### src/include/conv_defines.svh
`ifndef CONV_DEFINES_SVH
`define CONV_DEFINES_SVH

// Image geometry.
`define CONV_IMG_W       320
`define CONV_IMG_H       240
`define CONV_COL_W       9      // Holds 0..319.
`define CONV_ROW_W       8      // Holds 0..239.

// Data path.
`define CONV_PIX_W       8
`define CONV_COEF_W      8      // Signed two's complement.
`define CONV_TAPS        9      // 3x3 window, row major.

// Erosion: a tap counts as white from this level up.
`define CONV_ERODE_TH    128

// Gaussian normalisation, weights 1 2 1 / 2 4 2 / 1 2 1 sum to 16.
`define CONV_GAUSS_SHIFT 4

`endif
### src/rtl/conv_pkg.sv
`include "conv_defines.svh"

package conv_pkg;

    // Engine modes.
    typedef enum logic [1:0] {
        MODE_CONV,      // Signed kernel, optional clipping.
        MODE_GAUSS,     // Unsigned weights, rounded shift.
        MODE_ERODE      // Threshold on all nine taps.
    } conv_mode_e;

    // One pixel.
    typedef logic [`CONV_PIX_W-1:0] pix_t;

    // One kernel weight.
    typedef logic signed [`CONV_COEF_W-1:0] coef_t;

    // Sum of nine signed 8x9 bit products.
    // Worst case is 9 * 128 * 255, which needs 20 bits with sign.
    typedef logic signed [19:0] acc_t;

    // Raster position.
    typedef logic [`CONV_COL_W-1:0] col_t;
    typedef logic [`CONV_ROW_W-1:0] row_t;

endpackage

### src/rtl/frame_scanner.sv
`timescale 1ns/10ps

`include "conv_defines.svh"

module frame_scanner (
    input  logic clk_i,
    input  logic rstn_i,
    input  logic pix_valid_i,
    input  logic stall_i,
    output logic busy_o,
    output logic step_o,
    output logic flush_o,
    output logic win_valid_o,
    output logic first_row_o,
    output logic last_row_o,
    output logic first_col_o,
    output logic last_col_o
);

    typedef enum logic [1:0] {
        SCAN_FILL,      // First W+1 steps, centre still before the image.
        SCAN_RUN,
        SCAN_FLUSH      // Self-timed steps after the last pixel.
    } scan_state_e;

    scan_state_e    state_r;
    conv_pkg::col_t in_col_r;
    conv_pkg::row_t in_row_r;
    conv_pkg::col_t c_col_r;   // Centre trails input by one row and one column.
    conv_pkg::row_t c_row_r;
    logic           accept;
    logic           in_col_end;
    logic           in_row_end;
    logic           c_col_end;
    logic           c_row_end;

    assign in_col_end = (in_col_r == conv_pkg::col_t'(`CONV_IMG_W - 1));
    assign in_row_end = (in_row_r == conv_pkg::row_t'(`CONV_IMG_H - 1));
    assign c_col_end  = (c_col_r == conv_pkg::col_t'(`CONV_IMG_W - 1));
    assign c_row_end  = (c_row_r == conv_pkg::row_t'(`CONV_IMG_H - 1));

    assign accept  = pix_valid_i && !stall_i && (state_r != SCAN_FLUSH);
    assign step_o  = accept || (!stall_i && state_r == SCAN_FLUSH);
    assign flush_o = (state_r == SCAN_FLUSH);
    assign busy_o  = (state_r == SCAN_FLUSH);   // Source holds off while flushing.

    assign win_valid_o = (state_r != SCAN_FILL);
    assign first_row_o = (c_row_r == '0);
    assign last_row_o  = c_row_end;
    assign first_col_o = (c_col_r == '0);
    assign last_col_o  = c_col_end;

    always_ff @(posedge clk_i) begin
        if (!rstn_i) begin
            state_r  <= SCAN_FILL;
            in_col_r <= '0;
            in_row_r <= '0;
            c_col_r  <= '0;
            c_row_r  <= '0;
        end else if (step_o) begin
            if (accept) begin
                if (in_col_end) begin
                    in_col_r <= '0;
                    in_row_r <= in_row_end ? '0 : in_row_r + 1'b1;
                end else begin
                    in_col_r <= in_col_r + 1'b1;
                end
            end

            // Centre only moves once the window covers real rows.
            if (state_r != SCAN_FILL) begin
                if (c_col_end) begin
                    c_col_r <= '0;
                    c_row_r <= c_row_end ? '0 : c_row_r + 1'b1;
                end else begin
                    c_col_r <= c_col_r + 1'b1;
                end
            end

            case (state_r)
                SCAN_FILL: begin
                    if (in_row_r == conv_pkg::row_t'(1) && in_col_r == '0) begin
                        state_r <= SCAN_RUN;      // Next step centres on (0,0).
                    end
                end
                SCAN_RUN: begin
                    if (in_row_end && in_col_end) begin
                        state_r <= SCAN_FLUSH;
                    end
                end
                SCAN_FLUSH: begin
                    if (c_row_end && c_col_end) begin
                        state_r <= SCAN_FILL;     // Last window formed.
                    end
                end
                default: state_r <= SCAN_FILL;
            endcase
        end
    end

endmodule

### config.mk
export PLATFORM = sky130hd
export DESIGN_NAME = frame_scanner
export DESIGN_NICKNAME = d
export VERILOG_FILES = /design/src/rtl/conv_pkg.sv /design/src/rtl/frame_scanner.sv
export VERILOG_INCLUDE_DIRS = /design/src /design/src/include
export SDC_FILE = /design/constraint.sdc
export NUM_CORES = 1
export LEC_CHECK = 0
export ABC_AREA = 1
export BUFFER_PORTS_ARGS = -buffer_cell sky130_fd_sc_hd__buf_4
export CAP_MARGIN = 20
export CORE_MARGIN = 10
export CORE_UTILIZATION = 60
export CTS_CLUSTER_DIAMETER = 120
export DETAILED_ROUTE_END_ITERATION = 7
export PLACE_DENSITY = 0.79
export SLEW_MARGIN = 15
export SYNTH_ARGS = -nofsm -noshare
export SYNTH_HDL_FRONTEND = slang
export SYNTH_SLANG_ARGS = --single-unit
### constraint.sdc
create_clock -name clk_i -period 2.05 [get_ports clk_i]
set_input_delay 0.205 -clock clk_i [delete_from_list [all_inputs] [get_ports clk_i]]
set_output_delay 0.205 -clock clk_i [all_outputs]
set_load 0.005 [all_outputs]
==> reports/metrics.yaml <==
synth_nets: 334
grt-ovfl-total: 0
crit_chain: "ha_1 > nand4_1 > inv_1 > buf_4"
syn_inst: 322
start_kind: "register"
grt_start_max_net_pins: 18
dp_hpwl_mm: 3.197
h-tree-depth: 2
die_area_mm2: 0.006390
vdd_ir_drop_max_mv: 0.5365
reg2reg_to: "in_row_r[6]"
firstDrtPassIters: 4
syn2layout_area_growth_pct: 7.487
most-common-layout-cells: "61 x nand2_1, 51 x inv_1, 50 x nor2_1"
worst_pin_slew_ns: 0.5491
routed_wl_mm: 4.406
cts_hold_buf: 0
postRouteAntennaNets: 0
status: "complete, no violations"
route.met2.wl_mm: 2.056
max_stage_delay_ns: 0.39
cp_slowest_cell: "dfxtp_1"
drt-initial-drc-count: 131
gp_congestion: 0.8406
cp_top_family: "flip-flops"
maxUsedRoutingLayer: "met4"
cp-end-kind: "primary output"
ios: 12
final_core_util_pct: 67.84
r2r_start: "in_col_r[0]"
ys_ff_latch: 36
syn_avg_cell_area_um2: 6.695
wl_met1_mm: 2.114
finalNetCount: 347
grt_pass1_wl_mm: 7.617
grt_pass1_vias: 1786
arrival_ns: 1.62
post_cts_resized: 0
final_common_cell: "nand2_1"
min_period_ns: 1.826
fmax_ghz: 0.5476
die_height_um: 79.94
die_x_um: 79.94
crit_buf_inv: 2
rsz0062_at_grt: "no"
hold_viol: 0
reg2regPathDepth: 8
cap_violations: 0
synth_top_area_share_pct: 33.43
fin_ws_ns: 0.2237
place_inst: 374
diodes: 0
num_rows: 21
reg2reg_slack_ns: 0.27
finalSetupViolCount: 0
cts_setup_buffers: 0
endpoint: "last_row_o"
clk_pin_slew_ns: 0.11
clock_latency_ns: 0.35
yosys_warnings: 0
antenna_found_initial: 0
power_density_mw_per_mm2: 531.7
clkSinkCount: 36
stdcell_count: 382
synth.area.top_cells: "dfxtp_1 33%, nand2_1 11%, inv_1 8.9%, nor2_1 8.7%, nand3_1 5.6%"
crit_path_start: "c_row_r[0]"
cp.depth: 4
power_w: 0.001232
vias: 2009
critPathRequiredTime_ns: 1.85
synth_largest_area_cell: "dfxtp_1"
drc: 0
drive_gt1_share_pct: 11.01
relSlewSlack_pct: 63.16
via_per_inst: 5.259
detail_route.wl_per_cell_um: 11.53
period_share_pct: 89.09
initial_core_util_pct: 63.11
coreArea_mm2: 0.003416
p_leak_nw: 0.9866
path_max_fanout: 7
track_usage_pct: 14.55
ys_seq_area_share_pct: 33.43
tns_ns: 0
path_class: "reg2out"
ys_types: 31
hp-class: "in2reg"
dr_wl_met3_um: 177
cts_buffer_depth: 2
pre_cts_slack_ns: 0.3228
skew_ns: 0.005720
cts_buffers: 5
maxSlewViolCount: 0
port_buffers: 11
cts_tree: "done"
root_buffer: "clkbuf_4"
syn_area_mm2: 0.002156
cells by family after synthesis:
logic type / Yosys count / share of synthesized area (%)
buf+inv: 61 / 11.55
flops: 36 / 33.43
xor+xnor: 9 / 3.657
simple gates: 173 / 37.78
compound gates: 35 / 8.938
fa+ha+maj: 8 / 4.643
sequential cells by signal, summed over array words and instances (netlist names):
name / count
c_col_r: 9
in_row_r: 8
c_row_r: 8
state_r: 2
in_col_r: 9
how the worst min path moves through the flow:
stage,start,end,slack (ns),depth (start not counted)
4_1_cts,rstn_i,state_r[1],0.15,3
5_1_grt,rstn_i,c_row_r[2],0.15,3
3_5_place_dp,c_row_r[7],c_row_r[7],0.48,2
2_1_floorplan,rstn_i,c_row_r[3],0.40,2
6_report,rstn_i,state_r[1],0.14,3
3_3_place_gp,c_row_r[7],c_row_r[7],0.47,2
worst register-to-register path: stages (launching register included):
cell     delay [ns]
dfxtp_1        0.41
ha_1           0.21
nand3_1        0.10
nor2_2         0.14
nand2_2        0.12
nor2_4         0.23
inv_2          0.11
o21ai_1        0.28
nor2_1         0.08
per-layer routing:
layer / track usage, % / vias up
met3: 3.153 / 8
li1: - / 1049
met4: 6.514 / 0
met2: 22.95 / 42
met1: 18.41 / 910
met5: 0 / -
power by group:
part           leakage, nW  switching (W)  internal, W
registers            0.290     0.00000906     0.000707
clock network       0.0326       0.000246     0.000169
logic                0.664      0.0000625    0.0000375
total                0.987       0.000318     0.000914
cells in the mapped netlist, drive strengths merged:
cell type and n:
ha 8, nand2 65, clkinv 2, dfxtp 36, and3 1, nand3 24
a211oi 1, nor3 7, nor3b 1, xor2 8, o21ai 13, inv 54
nor2 57, xnor2 1, nor4 2, nand4 16, a21oi 21, clkbuf 2
buf 3
area by class of cell:
type,count,area (um2)
multi-input combinational,225,1186
fill,319,1099
sequential,36,720.7
inverter,56,211.5
timing repair buffer,11,82.58
clock buffer,8,58.81
tap,46,57.56
metrics by stage:
stage          hold WS (ns)  instance area (um2)
2_1_floorplan        0.3964                 2156
3_3_place_gp         0.4697                 2258
3_5_place_dp         0.4840                 2258
4_1_cts              0.1475                 2317
5_1_grt              0.1514                 2317
6_report             0.1431                 2317
Note: power is estimated with default switching activity, not from simulation.
