$ cat config.mk
export PLATFORM = sky130hd
export DESIGN_NAME = conv_engine
export DESIGN_NICKNAME = d
export VERILOG_FILES = /design/src/rtl/conv_pkg.sv /design/src/rtl/conv_engine.sv
export VERILOG_INCLUDE_DIRS = /design/src /design/src/include
export SDC_FILE = /design/constraint.sdc
export NUM_CORES = 2
export LEC_CHECK = 0
export BUFFER_PORTS_ARGS = -buffer_cell sky130_fd_sc_hd__buf_2
export CORE_MARGIN = 1
export CORE_UTILIZATION = 40
export CTS_BUF_LIST = sky130_fd_sc_hd__clkbuf_2 sky130_fd_sc_hd__clkbuf_4 sky130_fd_sc_hd__clkbuf_8
export CTS_CLUSTER_SIZE = 28
export DETAILED_ROUTE_END_ITERATION = 16
export PLACE_DENSITY_LB_ADDON = 0.25
export SLEW_MARGIN = 25
export SYNTH_ARGS = -nofsm -noshare
export SYNTH_HDL_FRONTEND = slang
export SYNTH_SLANG_ARGS = --single-unit
$ cat constraint.sdc
create_clock -name clk_i -period 20.8 [get_ports clk_i]
set_input_delay 1.04 -clock clk_i [delete_from_list [all_inputs] [get_ports clk_i]]
set_output_delay 1.04 -clock clk_i [all_outputs]
set_load 0.02 [all_outputs]
$ cat src/include/conv_defines.svh
`ifndef CONV_DEFINES_SVH
`define CONV_DEFINES_SVH

// Image geometry.
`define CONV_IMG_W       320
`define CONV_IMG_H       240
`define CONV_COL_W       9      // Holds 0..319.
`define CONV_ROW_W       8      // Holds 0..239.

// Data path.
`define CONV_PIX_W       8
`define CONV_COEF_W      8      // Signed two's complement.
`define CONV_TAPS        9      // 3x3 window, row major.

// Erosion: a tap counts as white from this level up.
`define CONV_ERODE_TH    128

// Gaussian normalisation, weights 1 2 1 / 2 4 2 / 1 2 1 sum to 16.
`define CONV_GAUSS_SHIFT 4

`endif
$ cat src/rtl/conv_pkg.sv
`include "conv_defines.svh"

package conv_pkg;

    // Engine modes.
    typedef enum logic [1:0] {
        MODE_CONV,      // Signed kernel, optional clipping.
        MODE_GAUSS,     // Unsigned weights, rounded shift.
        MODE_ERODE      // Threshold on all nine taps.
    } conv_mode_e;

    // One pixel.
    typedef logic [`CONV_PIX_W-1:0] pix_t;

    // One kernel weight.
    typedef logic signed [`CONV_COEF_W-1:0] coef_t;

    // Sum of nine signed 8x9 bit products.
    // Worst case is 9 * 128 * 255, which needs 20 bits with sign.
    typedef logic signed [19:0] acc_t;

    // Raster position.
    typedef logic [`CONV_COL_W-1:0] col_t;
    typedef logic [`CONV_ROW_W-1:0] row_t;

endpackage

$ cat src/rtl/conv_engine.sv
`timescale 1ns/10ps

`include "conv_defines.svh"

module conv_engine (
    input  logic                                clk_i,
    input  logic                                rstn_i,
    input  logic                                stall_i,
    input  logic                                cfg_valid_i,
    input  logic [`CONV_TAPS*`CONV_COEF_W-1:0]  cfg_coef_i,
    input  conv_pkg::conv_mode_e                cfg_mode_i,
    input  logic                                cfg_sat_i,
    input  conv_pkg::pix_t [`CONV_TAPS-1:0]     tap_i,
    input  logic                                tap_valid_i,
    output logic                                out_valid_o,
    output conv_pkg::pix_t                      out_pix_o
);

    conv_pkg::coef_t      coef_r [`CONV_TAPS];
    conv_pkg::conv_mode_e mode_r;
    logic                 sat_r;
    conv_pkg::acc_t       sum;
    logic                 all_high;
    conv_pkg::pix_t       result;

    // Configuration, tap 0 sits in the top byte.
    always_ff @(posedge clk_i) begin
        if (!rstn_i) begin
            for (int k = 0; k < `CONV_TAPS; k++) begin
                coef_r[k] <= '0;
            end
            mode_r <= conv_pkg::MODE_CONV;
            sat_r  <= 1'b0;
        end else if (cfg_valid_i && !stall_i) begin
            for (int k = 0; k < `CONV_TAPS; k++) begin
                coef_r[k] <= cfg_coef_i[(`CONV_TAPS - k) * `CONV_COEF_W - 1 -: `CONV_COEF_W];
            end
            mode_r <= cfg_mode_i;
            sat_r  <= cfg_sat_i;
        end
    end

    // Multiply-accumulate. Pixels are always non-negative.
    always_comb begin
        conv_pkg::acc_t prod;
        sum = '0;
        for (int k = 0; k < `CONV_TAPS; k++) begin
            if (mode_r == conv_pkg::MODE_GAUSS) begin
                // Weights read as unsigned. Only bits below the top are used after the shift.
                prod = conv_pkg::acc_t'($unsigned(coef_r[k])) *
                       conv_pkg::acc_t'({1'b0, tap_i[k]});
            end else begin
                prod = conv_pkg::acc_t'(coef_r[k]) * conv_pkg::acc_t'({1'b0, tap_i[k]});
            end
            sum = sum + prod;
        end
    end

    // Mode selection.
    always_comb begin
        all_high = 1'b1;
        for (int k = 0; k < `CONV_TAPS; k++) begin
            if (tap_i[k] < conv_pkg::pix_t'(`CONV_ERODE_TH)) begin
                all_high = 1'b0;
            end
        end

        case (mode_r)
            conv_pkg::MODE_GAUSS: begin
                result = sum[`CONV_GAUSS_SHIFT +: `CONV_PIX_W] +
                         conv_pkg::pix_t'(sum[`CONV_GAUSS_SHIFT-1]);   // Round half up.
            end
            conv_pkg::MODE_ERODE: begin
                result = all_high ? '1 : tap_i[`CONV_TAPS/2];   // Else keep the centre.
            end
            default: begin
                if (sat_r && sum < 0) begin
                    result = '0;
                end else if (sat_r && sum > conv_pkg::acc_t'(8'hff)) begin
                    result = '1;
                end else begin
                    result = sum[`CONV_PIX_W-1:0];   // Low byte when not clipping.
                end
            end
        endcase
    end

    always_ff @(posedge clk_i) begin
        if (!rstn_i) begin
            out_valid_o <= 1'b0;
        end else if (!stall_i) begin
            out_valid_o <= tap_valid_i;
        end
    end

    always_ff @(posedge clk_i) begin
        if (!stall_i && tap_valid_i) begin
            out_pix_o <= result;
        end
    end

endmodule

==> run_results.csv <==
group,metric,value,unit
status,result_of_the_run,"finished, final reports clean",
worst_setup_path,endpoint_kind,"flip-flop",
worst_setup_path,rr_worst_depth,27,
global_routing,grt-ovfl-total,0,
synthesis,synth-edff-count,80,
clock_tree,cts_htree_levels,3,
timing,worstMarginPinSlew,1.06,ns
synthesis,synthFlopType,"sky130_fd_sc_hd__edfxtp_1",
synthesis,synth_area_per_cell,8.83,um2
flow_run,timing.max_cap.violations,0,
floorplanning,start_util,40.5,%
detailed_routing,via_per_inst,5.01,
clock_tree,cts_repair_resize_count,0,
clock_tree,tritoncts.num_buffers,9,
detailed_routing,detail_route.first_pass.iterations,5,
clock_tree,tritoncts_clock_tree,"yes",
synthesis,syn-num-nets,6558,
synthesis,synth.top_cell.area_share,34.4,%
clock_tree,clkTransAtPathRegs,0.14,ns
worst_setup_path,critPathMaxFanout,14,
global_routing,global_route.usage.total,21.2,%
placed_design,replace_congestion,0.905,
worst_setup_path,critical_path.most_common_cell,"sky130_fd_sc_hd__fa_1",
clock_tree,cts_root_cell,"sky130_fd_sc_hd__clkbuf_8",
worst_setup_path,timing_worst_setup_path_type,"reg2reg",
detailed_routing,detailroute.via_count,32300,
floorplanning,die-area,0.110,mm2
synthesis,yosys-top-cells-count,"1,235 x sky130_fd_sc_hd__inv_1, 751 x sky130_fd_sc_hd__fa_1, 714 x sky130_fd_sc_hd__ha_1",
worst_hold_path,worst_hold_path_type,"reg2reg",
worst_setup_path,cpLargestDelayFamily,"adder cells",
synthesis,post_synth_instance_area,0.0436,mm2
worst_setup_path,cpMaxStageDelayCell,"sky130_fd_sc_hd__edfxtp_1",
timing,grt_setup_unrepaired,"no",
worst_setup_path,r2r_end,"out_pix_o[5]",
clock_tree,post_cts_buffers,0,
floorplanning,placeableCoreArea,0.108,mm2
timing,final_max_slew_viol_count,0,
worst_setup_path,crit_required,21.05,ns
worst_setup_path,crit_path_max_cell_delay,0.71,ns
global_routing,grt_max_degree,76,
detailed_routing,wire_per_inst,17.4,um
worst_setup_path,worst-path-buf-inv,5,
layout,final_net_count,6643,
synthesis,synthCells,4941,
timing,timing.final.setup_violations,0,
timing,skew,0.0227,ns
worst_hold_path,hold_path.startpoint,"out_valid_o",
detailed_routing,drt_drc_violations_left,0,
timing,fmax,0.101,GHz
global_routing,grt_pass1_wl,184000,um
synthesis,post_synth_num_cell_types,60,
layout,drive_gt1_share,4.65,%
synthesis,most_numerous_cell_in_the_yosys_netlist,"sky130_fd_sc_hd__inv_1",
placed_design,dpl-instance-area,0.0459,mm2
clock_tree,worst_skew_pair.late_latency,0.53,ns
global_routing,first_global_vias,34100,
floorplanning,die_h,332,um
detailed_routing,routed_wl,112000,um
timing,final_hold_violations,0,
placed_design,numPortBuffers,160,
worst_hold_path,whs_endpoint,"out_valid_o",
synthesis,synthDominantAreaCellType,"sky130_fd_sc_hd__fa_1",
worst_setup_path,crit_path_start_kind,"flip-flop",
worst_hold_path,min_delay_path_depth,2,
synthesis,asyncSetResetFlopFracSynth,0,%
worst_setup_path,r2r_setup_slack,10.87,ns
synthesis,post_synth_main_area_contributors,"sky130_fd_sc_hd__fa_1 34%, sky130_fd_sc_hd__ha_1 20%, sky130_fd_sc_hd__inv_1 11%",
layout,areaGrowthSynthToFinish,5.74,%
timing,totalNegativeSetupSlack,0,ns
floorplanning,placementRows,120,
clock_tree,cts_buffer_depth,2,
synthesis,yosysWarningCount,0,
timing,max-slew-margin-rel,29.0,%
placed_design,place_hpwl,97900,um
floorplanning,num_io_pins,161,
synthesis,synth_seq_area_share,5.69,%
timing,post-route-min-period,9.93,ns
clock_tree,cts_sinks,84,
timing,final.period_utilization,47.8,%
synthesis,ys_seq_elements,84,
global_routing,grt_antenna_before_repair,11,
worst_setup_path,rr_startpoint,"coef_r[0][63]",
worst_setup_path,worst_ep_arrival_time,10.19,ns
layout,cell_area_after_layout,0.0462,mm2
clock_tree,cts.hold.buffers_added,0,
detailed_routing,iteration_0_drc_count_of_the_detailed_router,1703,
detailed_routing,ant_nets,0,
floorplanning,floorplan.die.width,332,um
worst reg2reg max path, delay by kind of cell (launching register included):
kind | cells | cell delay [ns]
fa+ha+maj | 10 | 4.72
compound gates | 7 | 1.73
simple gates | 4 | 1.68
flops | 1 | 0.71
buf+inv | 5 | 0.47
mux | 1 | 0.37
layout make-up:
type	instances	area (um2)
Clock inverter	7	82.6
Sequential cell	84	2480
Tap cell	1403	1760
Inverter	1236	4640
Antenna cell	5	12.5
Fill cell	10800	61500
Clock buffer	9	124
Multi-Input combinational cell	3528	36200
Timing Repair Buffer	167	853
layer usage:
layer	track usage (%)	routed length, um	up-vias
li1	-	-	15600
met4	5.63	2490	8
met1	28.4	50600	16000
met3	1.87	4190	96
met2	36.7	54900	575
met5	0	40	-
sequential cells by signal (all words and copies together), names as in the netlist:
name,flops
coef_r,72
mode_r,2
out_pix_o,8
out_valid_o,1
sat_r,1
worst max-delay path by stage:
stage,start,endpoint,cells past startpoint
after floorplan,tap_i[62],out_pix_o[5],29
after global placement,tap_i[62],out_pix_o[5],29
after detailed placement,tap_i[60],out_pix_o[3],31
after CTS,coef_r[0][63],out_pix_o[5],27
after global routing,tap_i[60],out_pix_o[5],31
final,coef_r[0][63],out_pix_o[5],27
per-stage QoR:
stage          worst slack [ns]  cells  utilization, %  hold slack [ns]
2_1_floorplan             11.02   4941               -            0.472
3_3_place_gp              10.53   6418            42.7            0.475
3_5_place_dp              10.37   6418            42.7            0.509
4_1_cts                   10.90   6434            42.9            0.540
5_1_grt                   10.34   6437            42.9            0.576
6_report                  10.87   6439            42.9            0.529
cell usage in the layout (no fill, tap or decap), types with 15 or more instances in the layout:
master / netlist / final
sky130_fd_sc_hd__a31oi_1: 26 / 26
sky130_fd_sc_hd__nor2_1: 171 / 170
sky130_fd_sc_hd__and2_1: 422 / 422
sky130_fd_sc_hd__o21bai_1: 29 / 29
sky130_fd_sc_hd__a21o_1: 61 / 61
sky130_fd_sc_hd__o211ai_1: 15 / 15
sky130_fd_sc_hd__nor3_1: 84 / 84
sky130_fd_sc_hd__o21ai_0: 98 / 98
sky130_fd_sc_hd__xor2_1: 60 / 60
sky130_fd_sc_hd__mux2i_1: 43 / 43
sky130_fd_sc_hd__xnor2_1: 145 / 145
sky130_fd_sc_hd__nand2_1: 360 / 360
sky130_fd_sc_hd__fa_1: 751 / 751
sky130_fd_sc_hd__nand2b_1: 46 / 46
sky130_fd_sc_hd__edfxtp_1: 80 / 80
sky130_fd_sc_hd__or3_1: 57 / 57
sky130_fd_sc_hd__o31ai_1: 19 / 19
sky130_fd_sc_hd__inv_1: 1235 / 1234
sky130_fd_sc_hd__a211oi_1: 21 / 21
sky130_fd_sc_hd__nor2b_1: 16 / 15
sky130_fd_sc_hd__nand3_1: 68 / 68
sky130_fd_sc_hd__ha_1: 714 / 713
sky130_fd_sc_hd__a21oi_1: 179 / 179
sky130_fd_sc_hd__buf_2: 0 / 160
kinds of logic after synthesis:
kind of cell    share of synthesized area (%)
simple gates                             14.8
xor+xnor                                 4.11
flops                                    5.69
mux                                      1.27
fa+ha+maj                                54.9
buf+inv                                  11.4
compound gates                           7.75
Power is not shown: default switching activity piles up to over one toggle a cycle in this logic, so the estimate is an artifact.
