<file path="config.mk">
export PLATFORM = sky130hd
export DESIGN_NAME = window_regs
export DESIGN_NICKNAME = d
export VERILOG_FILES = /design/src/rtl/conv_pkg.sv /design/src/rtl/window_regs.sv
export VERILOG_INCLUDE_DIRS = /design/src /design/src/include
export SDC_FILE = /design/constraint.sdc
export NUM_CORES = 1
export LEC_CHECK = 0
export ABC_AREA = 1
export ABC_CLOCK_PERIOD_IN_PS = 4700
export BUFFER_PORTS_ARGS = -buffer_cell sky130_fd_sc_hd__buf_2
export CAP_MARGIN = 5
export CORE_MARGIN = 3
export CORE_UTILIZATION = 30
export DETAILED_ROUTE_END_ITERATION = 8
export HOLD_SLACK_MARGIN = 0.15
export SLEW_MARGIN = 25
export SYNTH_ARGS = -nofsm -noshare
export SYNTH_HDL_FRONTEND = slang
export SYNTH_SLANG_ARGS = --single-unit
export TNS_END_PERCENT = 20
</file>
<file path="constraint.sdc">
create_clock -name clk_i -period 4.7 [get_ports clk_i]
set_input_delay 0 -clock clk_i [delete_from_list [all_inputs] [get_ports clk_i]]
set_output_delay 0 -clock clk_i [all_outputs]
set_load 0.005 [all_outputs]
</file>
<file path="src/include/conv_defines.svh">
`ifndef CONV_DEFINES_SVH
`define CONV_DEFINES_SVH

// Image geometry.
`define CONV_IMG_W       320
`define CONV_IMG_H       240
`define CONV_COL_W       9      // Holds 0..319.
`define CONV_ROW_W       8      // Holds 0..239.

// Data path.
`define CONV_PIX_W       8
`define CONV_COEF_W      8      // Signed two's complement.
`define CONV_TAPS        9      // 3x3 window, row major.

// Erosion: a tap counts as white from this level up.
`define CONV_ERODE_TH    128

// Gaussian normalisation, weights 1 2 1 / 2 4 2 / 1 2 1 sum to 16.
`define CONV_GAUSS_SHIFT 4

`endif
</file>
<file path="src/rtl/conv_pkg.sv">
`include "conv_defines.svh"

package conv_pkg;

    // Engine modes.
    typedef enum logic [1:0] {
        MODE_CONV,      // Signed kernel, optional clipping.
        MODE_GAUSS,     // Unsigned weights, rounded shift.
        MODE_ERODE      // Threshold on all nine taps.
    } conv_mode_e;

    // One pixel.
    typedef logic [`CONV_PIX_W-1:0] pix_t;

    // One kernel weight.
    typedef logic signed [`CONV_COEF_W-1:0] coef_t;

    // Sum of nine signed 8x9 bit products.
    // Worst case is 9 * 128 * 255, which needs 20 bits with sign.
    typedef logic signed [19:0] acc_t;

    // Raster position.
    typedef logic [`CONV_COL_W-1:0] col_t;
    typedef logic [`CONV_ROW_W-1:0] row_t;

endpackage

</file>
<file path="src/rtl/window_regs.sv">
`timescale 1ns/10ps

`include "conv_defines.svh"

module window_regs (
    input  logic                            clk_i,
    input  logic                            rstn_i,
    input  logic                            stall_i,
    input  logic                            step_i,
    input  conv_pkg::pix_t                  top_i,
    input  conv_pkg::pix_t                  mid_i,
    input  conv_pkg::pix_t                  bot_i,
    input  logic                            win_valid_i,
    input  logic                            first_row_i,
    input  logic                            last_row_i,
    input  logic                            first_col_i,
    input  logic                            last_col_i,
    output conv_pkg::pix_t [`CONV_TAPS-1:0] tap_o,
    output logic                            tap_valid_o
);

    conv_pkg::pix_t win_r [3][3];   // [column][row], column 0 is the left one.
    logic           first_row_r;
    logic           last_row_r;
    logic           first_col_r;
    logic           last_col_r;

    always_ff @(posedge clk_i) begin
        if (step_i && !stall_i) begin
            win_r[0]    <= win_r[1];
            win_r[1]    <= win_r[2];
            win_r[2][0] <= top_i;
            win_r[2][1] <= mid_i;
            win_r[2][2] <= bot_i;
            first_row_r <= first_row_i;   // Flags travel with the new centre.
            last_row_r  <= last_row_i;
            first_col_r <= first_col_i;
            last_col_r  <= last_col_i;
        end
    end

    // One pulse per formed window.
    always_ff @(posedge clk_i) begin
        if (!rstn_i) begin
            tap_valid_o <= 1'b0;
        end else if (!stall_i) begin
            tap_valid_o <= step_i && win_valid_i;
        end
    end

    // Zero padding outside the image, taps in row-major order.
    always_comb begin
        logic masked;
        for (int r = 0; r < 3; r++) begin
            for (int c = 0; c < 3; c++) begin
                masked = (r == 0 && first_row_r) || (r == 2 && last_row_r) ||
                         (c == 0 && first_col_r) || (c == 2 && last_col_r);
                tap_o[3*r + c] = masked ? '0 : win_r[c][r];
            end
        end
    end

endmodule

</file>
==> metrics.csv, run 1 <==
metric;value;unit
outcome;finished, final reports clean;
internal power;1100;uW
total grt overflow;0;
IO buf count;105;
P_sw;324;uW
Root Buffer;clkbuf_8;
WP data required;4.71;ns
main combinational cell family by area after synthesis;simple AND/OR/NAND/NOR gates;
Highest Clock Rate;0.530;GHz
clock share of power;0.339;
most common cell after layout, fill and taps aside;buf_2;
RePlAce Congestion;0.826;
Post-CTS Setup Bufs;0;
register area share after synthesis;0.730;
# fillers;951;
CTS tree;yes;
first-pass GRT wire length;9690;um
GRT Overall Usage;0.112;
clk slew on worst S/H paths;0.08;ns
cell area after synthesis;3150;sq um
sum of negative setup slack;0;ns
final setup violation count;0;
DP Cell Count;460;
mux cell area share after synthesis;0;
CTS Buf Count;9;
Avg WL per Cell;12.2;um
Slew HR;0.660;
Max Root-Sink Buffers;2;
final WL;6210;um
Final Instance Count excl. Fillers;509;
Seq pwr share;0.569;
max_cap viols;0;
Worst Max-Slew Pin Slew;0.510;ns
minimum clock period;1.89;ns
post-route cell area;4310;sq um
Via Count;1873;
Switching Share;0.228;
Netlist cell types;14;
multi-input logic area;445;sq um
Yosys warning count;0;
Nets;404;
Vias/cell;3.68;
largest net degree at the start of global routing;34;
Tcrit/Tclk final;0.402;
RSZ-0062 raised after global routing;false;
PD cells;331;nW/um^2
CTS-repair resized insts;0;
VDD IR max;0.000131;V
Comb pwr share;0.092;
Crit Path Category;primary input to flop;
Slew Limit Fails;0;
Placed Instance Area;3780;sq um
startpoint types;primary input;
die area;11800;sq um
Fin. Hold Viols;0;
antenna violations before repair;0;
residual DRC count;0;
skew final;0.0107;ns
critical path arrival;1.89;ns
die width;109;um
initial core utilization;0.315;
DRT iter0 DRCs;81;
crit path max fanout;12;
adder-cell share of the synthesized area;0;
n_diodes;0;
Core Footprint;10000;sq um
Synth Instances;232;
Yosys reg bits;77;
row count;36;
Synth Area in XOR/XNOR;0;
Num Clock Sinks;77;
share of cells above drive strength 1;0.434;
post-route ant nets;0;
Pre-antenna DRT Iters;4;
area grow syn2layout;36.8;%
Syn Nets;265;
commonest cells after routing, fill and taps aside;buf_2 (105), edfxtp_1 (76), inv_1 (67);
HP Class;primary input to flop;
leakage;0.00199;uW
worst-skew pair later-pin latency;0.34;ns
vias in the first global route;2021;
post-synthesis area per instance;13.6;sq um
post-synthesis compound-gate area fraction;0.00159;
die height;109;um
H-tree lvl count;3;
Ports;106;
Post-Synth Simple-Gate Area;0.137;
HPWL after DPL;4610;um
CP Capture Type;flop;
FF+latch area;2300;sq um
-- path summary, 6_finish.rpt --
path / startpoint / endpoint / slack, ns / cells after the start
worst max-delay path: stall_i / win_r[0][10] / 2.81 / 4
worst max register to register: tap_valid_o / tap_valid_o / 3.60 / 3
worst min register to register: win_r[2][11] / win_r[1][11] / 0.44 / 0
worst min-delay path: top_i[7] / win_r[2][23] / 0.37 / 2
-- power groups by stage --
stage / Combinational (uW) / Clock, uW / Sequential [uW]
final: 132 / 483 / 811
after global routing: 146 / 534 / 815
after CTS: 134 / 501 / 811
after detailed placement: 113 / 0 / 827
after global placement: 109 / 0 / 826
after floorplan: 71.7 / 0 / 816
-- Yosys cell counts, drive strengths merged --
cell	number	share of area
edfxtp	76	0.72
dfxtp	1	0.0064
a21oi	1	0.0016
nor2	65	0.11
nand3	1	0.0016
nand2	5	0.027
buf	12	0.033
inv	71	0.097
-- final cells by class --
cell class,instances,share of cell area
timing repair buffer,140,0.207
clock buffer,9,0.0287
tap,133,0.0386
multi-input combinational,72,0.103
inverter,71,0.0711
clock inverter,7,0.0177
sequential,77,0.534
-- critical path, stage by stage --
cell	delay, ns
dlygate4sd3_1	0.55
buf_2	0.15
nor2_4	0.33
dlygate4sd3_1	0.86
-- what timing repair did --
item / 4_1_cts / 5_1_grt
endpoints found under the setup margin: 0 / 0
endpoints found under the hold margin: 46 / 0
hold buffers: 33 / 0
-- cell families after synthesis --
| kind of cell | after synthesis |
|---|---|
| AO/OA/AOI/OAI | 1 |
| flip-flops | 77 |
| AND/OR/NAND/NOR | 71 |
| buffers and inverters | 83 |
-- sequential cells by signal (all words and copies together) (netlist names) --
| name | cells |
|---|---|
| win_r | 72 |
| first_col_r | 1 |
| first_row_r | 1 |
| last_col_r | 1 |
| last_row_r | 1 |
| tap_valid_o | 1 |
-- routing by layer --
layer	GRT usage	vias to the layer above	part of all wire	wire (um)
li1	-	978	-	-
met1	0.126	830	0.42	2580
met2	0.184	51	0.51	3190
met3	0.0352	14	0.038	237
met4	0.0676	0	0.031	194
met5	0	-	0	0
-- through the flow --
step	setup slack [ns]	util	hold WS (ns)	total power, uW
floorplan	0.963	-	0.0989	888
global placement	2.80	0.375	0.179	934
detailed placement	3.21	0.378	0.179	940
CTS	2.85	0.431	0.344	1450
global route	2.80	0.431	0.341	1500
finish	2.81	0.431	0.366	1430
Note: power is estimated with default switching activity, not from simulation.
==> inputs of run 2 (changes only) <==
--- a/config.mk
+++ b/config.mk
@@ -7,7 +7,7 @@
 export NUM_CORES = 1
 export LEC_CHECK = 0
 export ABC_AREA = 1
-export ABC_CLOCK_PERIOD_IN_PS = 4700
+export ABC_CLOCK_PERIOD_IN_PS = 1630
 export BUFFER_PORTS_ARGS = -buffer_cell sky130_fd_sc_hd__buf_2
 export CAP_MARGIN = 5
 export CORE_MARGIN = 3
==> constraint.sdc (replaced) <==
create_clock -name clk_i -period 1.63 [get_ports clk_i]
set_input_delay 0 -clock clk_i [delete_from_list [all_inputs] [get_ports clk_i]]
set_output_delay 0 -clock clk_i [all_outputs]
set_load 0.005 [all_outputs]
==> run 2 against run 1 <==
Setup slack got worse by 2.6 ns. Wire length increased by 2.6%. Sequential power increased to 2.9 times the previous value. Sequential share of layout area grew 0.79 points. Register-to-register slack worse by 3.1 ns. Clock skew decreased by 0.0020 ns.
==> metrics.csv, run 2 (same netlist as run 1, synthesis figures left out) <==
metric;value;unit;change
HPWL after DPL;4550;um;-1.2%
outcome;finished, final reports clean;;
HP Class;primary input to flop;;
die height;109;um;unchanged
share of cells above drive strength 1;0.427;;-0.00609
row count;36;;unchanged
Root Buffer;clkbuf_8;;
RSZ-0062 raised after global routing;false;;
Pre-antenna DRT Iters;4;;unchanged
sum of negative setup slack;0;ns;unchanged
initial core utilization;0.315;;unchanged
H-tree lvl count;3;;unchanged
CTS tree;yes;;
n_diodes;0;;unchanged
Worst setup startpoint;first_col_r;;
VDD IR max;0.000472;V;+260%
number of flip-flops in the largest register;72;;unchanged
residual DRC count;0;;unchanged
antenna violations before repair;0;;unchanged
minimum clock period;1.39;ns;
Vias/cell;3.74;;+1.6%
HP Start;stall_i;;
area grow syn2layout;34.8;%;
Crit Path Category;flop to output port;;
max_cap viols;0;;unchanged
worst-skew pair later-pin latency;0.35;ns;about the same
Num Clock Sinks;77;;unchanged
clk slew on worst S/H paths;0.08;ns;about the same
FF+latch area;2300;sq um;unchanged
GRT Overall Usage;0.118;;+0.00622
IO buf count;105;;unchanged
Worst Max-Slew Pin Slew;0.484;ns;-0.0259 ns
CP Buf/Inv Count;2;;-1
Via Count;1888;;+0.80%
most common cell after layout, fill and taps aside;buf_2;;
final setup violation count;0;;unchanged
total grt overflow;0;;unchanged
die area;11800;sq um;unchanged
multi-input logic area;445;sq um;unchanged
die width;109;um;unchanged
DRT iter0 DRCs;70;;-14%
crit path max fanout;9;;-3
# fillers;959;;+0.84%
first-pass GRT wire length;10000;um;+3.4%
WP data required;1.63;ns;-3.08 ns
Post-CTS Setup Bufs;0;;unchanged
PD cells;957;nW/um^2;+190%
Worst path slowest cell;edfxtp_1;;
most flop-heavy register;win_r;;
Tcrit/Tclk final;0.855;;
crit path cell chain;inv_12, nand2_8, nor2_2, buf_2;;
post-route ant nets;0;;unchanged
vias in the first global route;1936;;-4.2%
Post-CTS Hold Buffers;30;;-9.1%
Ports;106;;unchanged
CP delay by family, top;flip-flops;;
Avg WL per Cell;12.6;um;+3.4%
leakage;0.00197;uW;-1.4%
startpoint types;flop;;
Nets;400;;-0.99%
FF-to-FF Start;tap_valid_o;;
max incr delay on CP;0.60;ns;-0.26 ns
Fin. Hold Viols;0;;unchanged
Highest Clock Rate;0.717;GHz;
largest net degree at the start of global routing;77;;+130%
RePlAce Congestion;0.818;;-1.0%
final WL;6370;um;+2.6%
Core Footprint;10000;sq um;unchanged
skew final;0.00873;ns;-0.00200 ns
Slew Limit Fails;0;;unchanged
commonest cells after routing, fill and taps aside;buf_2 (105), edfxtp_1 (76), inv_1 (67);;
Slew HR;0.677;;+0.0172
Fin Hold WS;0.258;ns;-0.108 ns
CP Capture Type;output port;;
Max Root-Sink Buffers;2;;unchanged
CTS Buf Count;9;;unchanged
CTS-repair resized insts;0;;unchanged
critical path arrival;1.39;ns;-0.50 ns
run 2: cell count changes in the layout (fill, tap and decap cells not counted):
cell           before  now
buf_4               1    0
dlygate4sd3_1      33   30
buf_12              0    1
clkinvlp_4          1    0
buf_16              1    0
clkbuf_1            0    2
clkinv_1            1    2
clkinv_4            4    1
clkinv_2            0    1
run 2: area by class of cell:
class,instances,area share
Clock buffer,11,0.0309
Sequential cell,77,0.542
Clock inverter,5,0.0121
Tap cell,133,0.0392
Inverter,71,0.0721
Timing Repair Buffer,136,0.199
Multi-Input combinational cell,72,0.105
run 2: path summary, 6_finish.rpt:
check / endpoint / slack [ns] / depth (start not counted)
setup / recovery: tap_o[1] / 0.24 / 4
hold / removal: win_r[2][11] / 0.26 / 3
setup reg to reg: tap_valid_o / 0.48 / 3
hold reg to reg: win_r[1][15] / 0.45 / 0
run 2: worst register-to-register path, cell delays in order, from the launching register on:
cell and delay, ns:
dfxtp_1 0.32, nand2_1 0.05, a21oi_1 0.15, dlygate4sd3_1 0.57
run 2: layer usage:
metal,vias up,share of wire,global-route usage
li1,970,-,-
met1,852,0.40,0.130
met2,49,0.52,0.197
met3,17,0.041,0.0287
met4,0,0.039,0.0866
met5,-,0,0
run 2: per-stage QoR:
stage | instances | worst slack [ns] | utilization | power [uW] | area, sq um
3_3_place_gp | 459 | 0.589 | 0.377 | 2700 | 3770
2_1_floorplan | 232 | 0.0547 | - | 2550 | 3160
4_1_cts | 505 | 0.178 | 0.425 | 4120 | 4250
5_1_grt | 505 | 0.116 | 0.425 | 4270 | 4250
6_report | 505 | 0.236 | 0.425 | 4070 | 4250
3_5_place_dp | 459 | 0.579 | 0.377 | 2710 | 3770
run 2: power breakdown:
group / internal [uW] / leakage [uW] / switching [uW]
sequential: 2280 / 0.000721 / 60.7
combinational: 180 / 0.00115 / 192
clock: 699 / 0.0000924 / 657
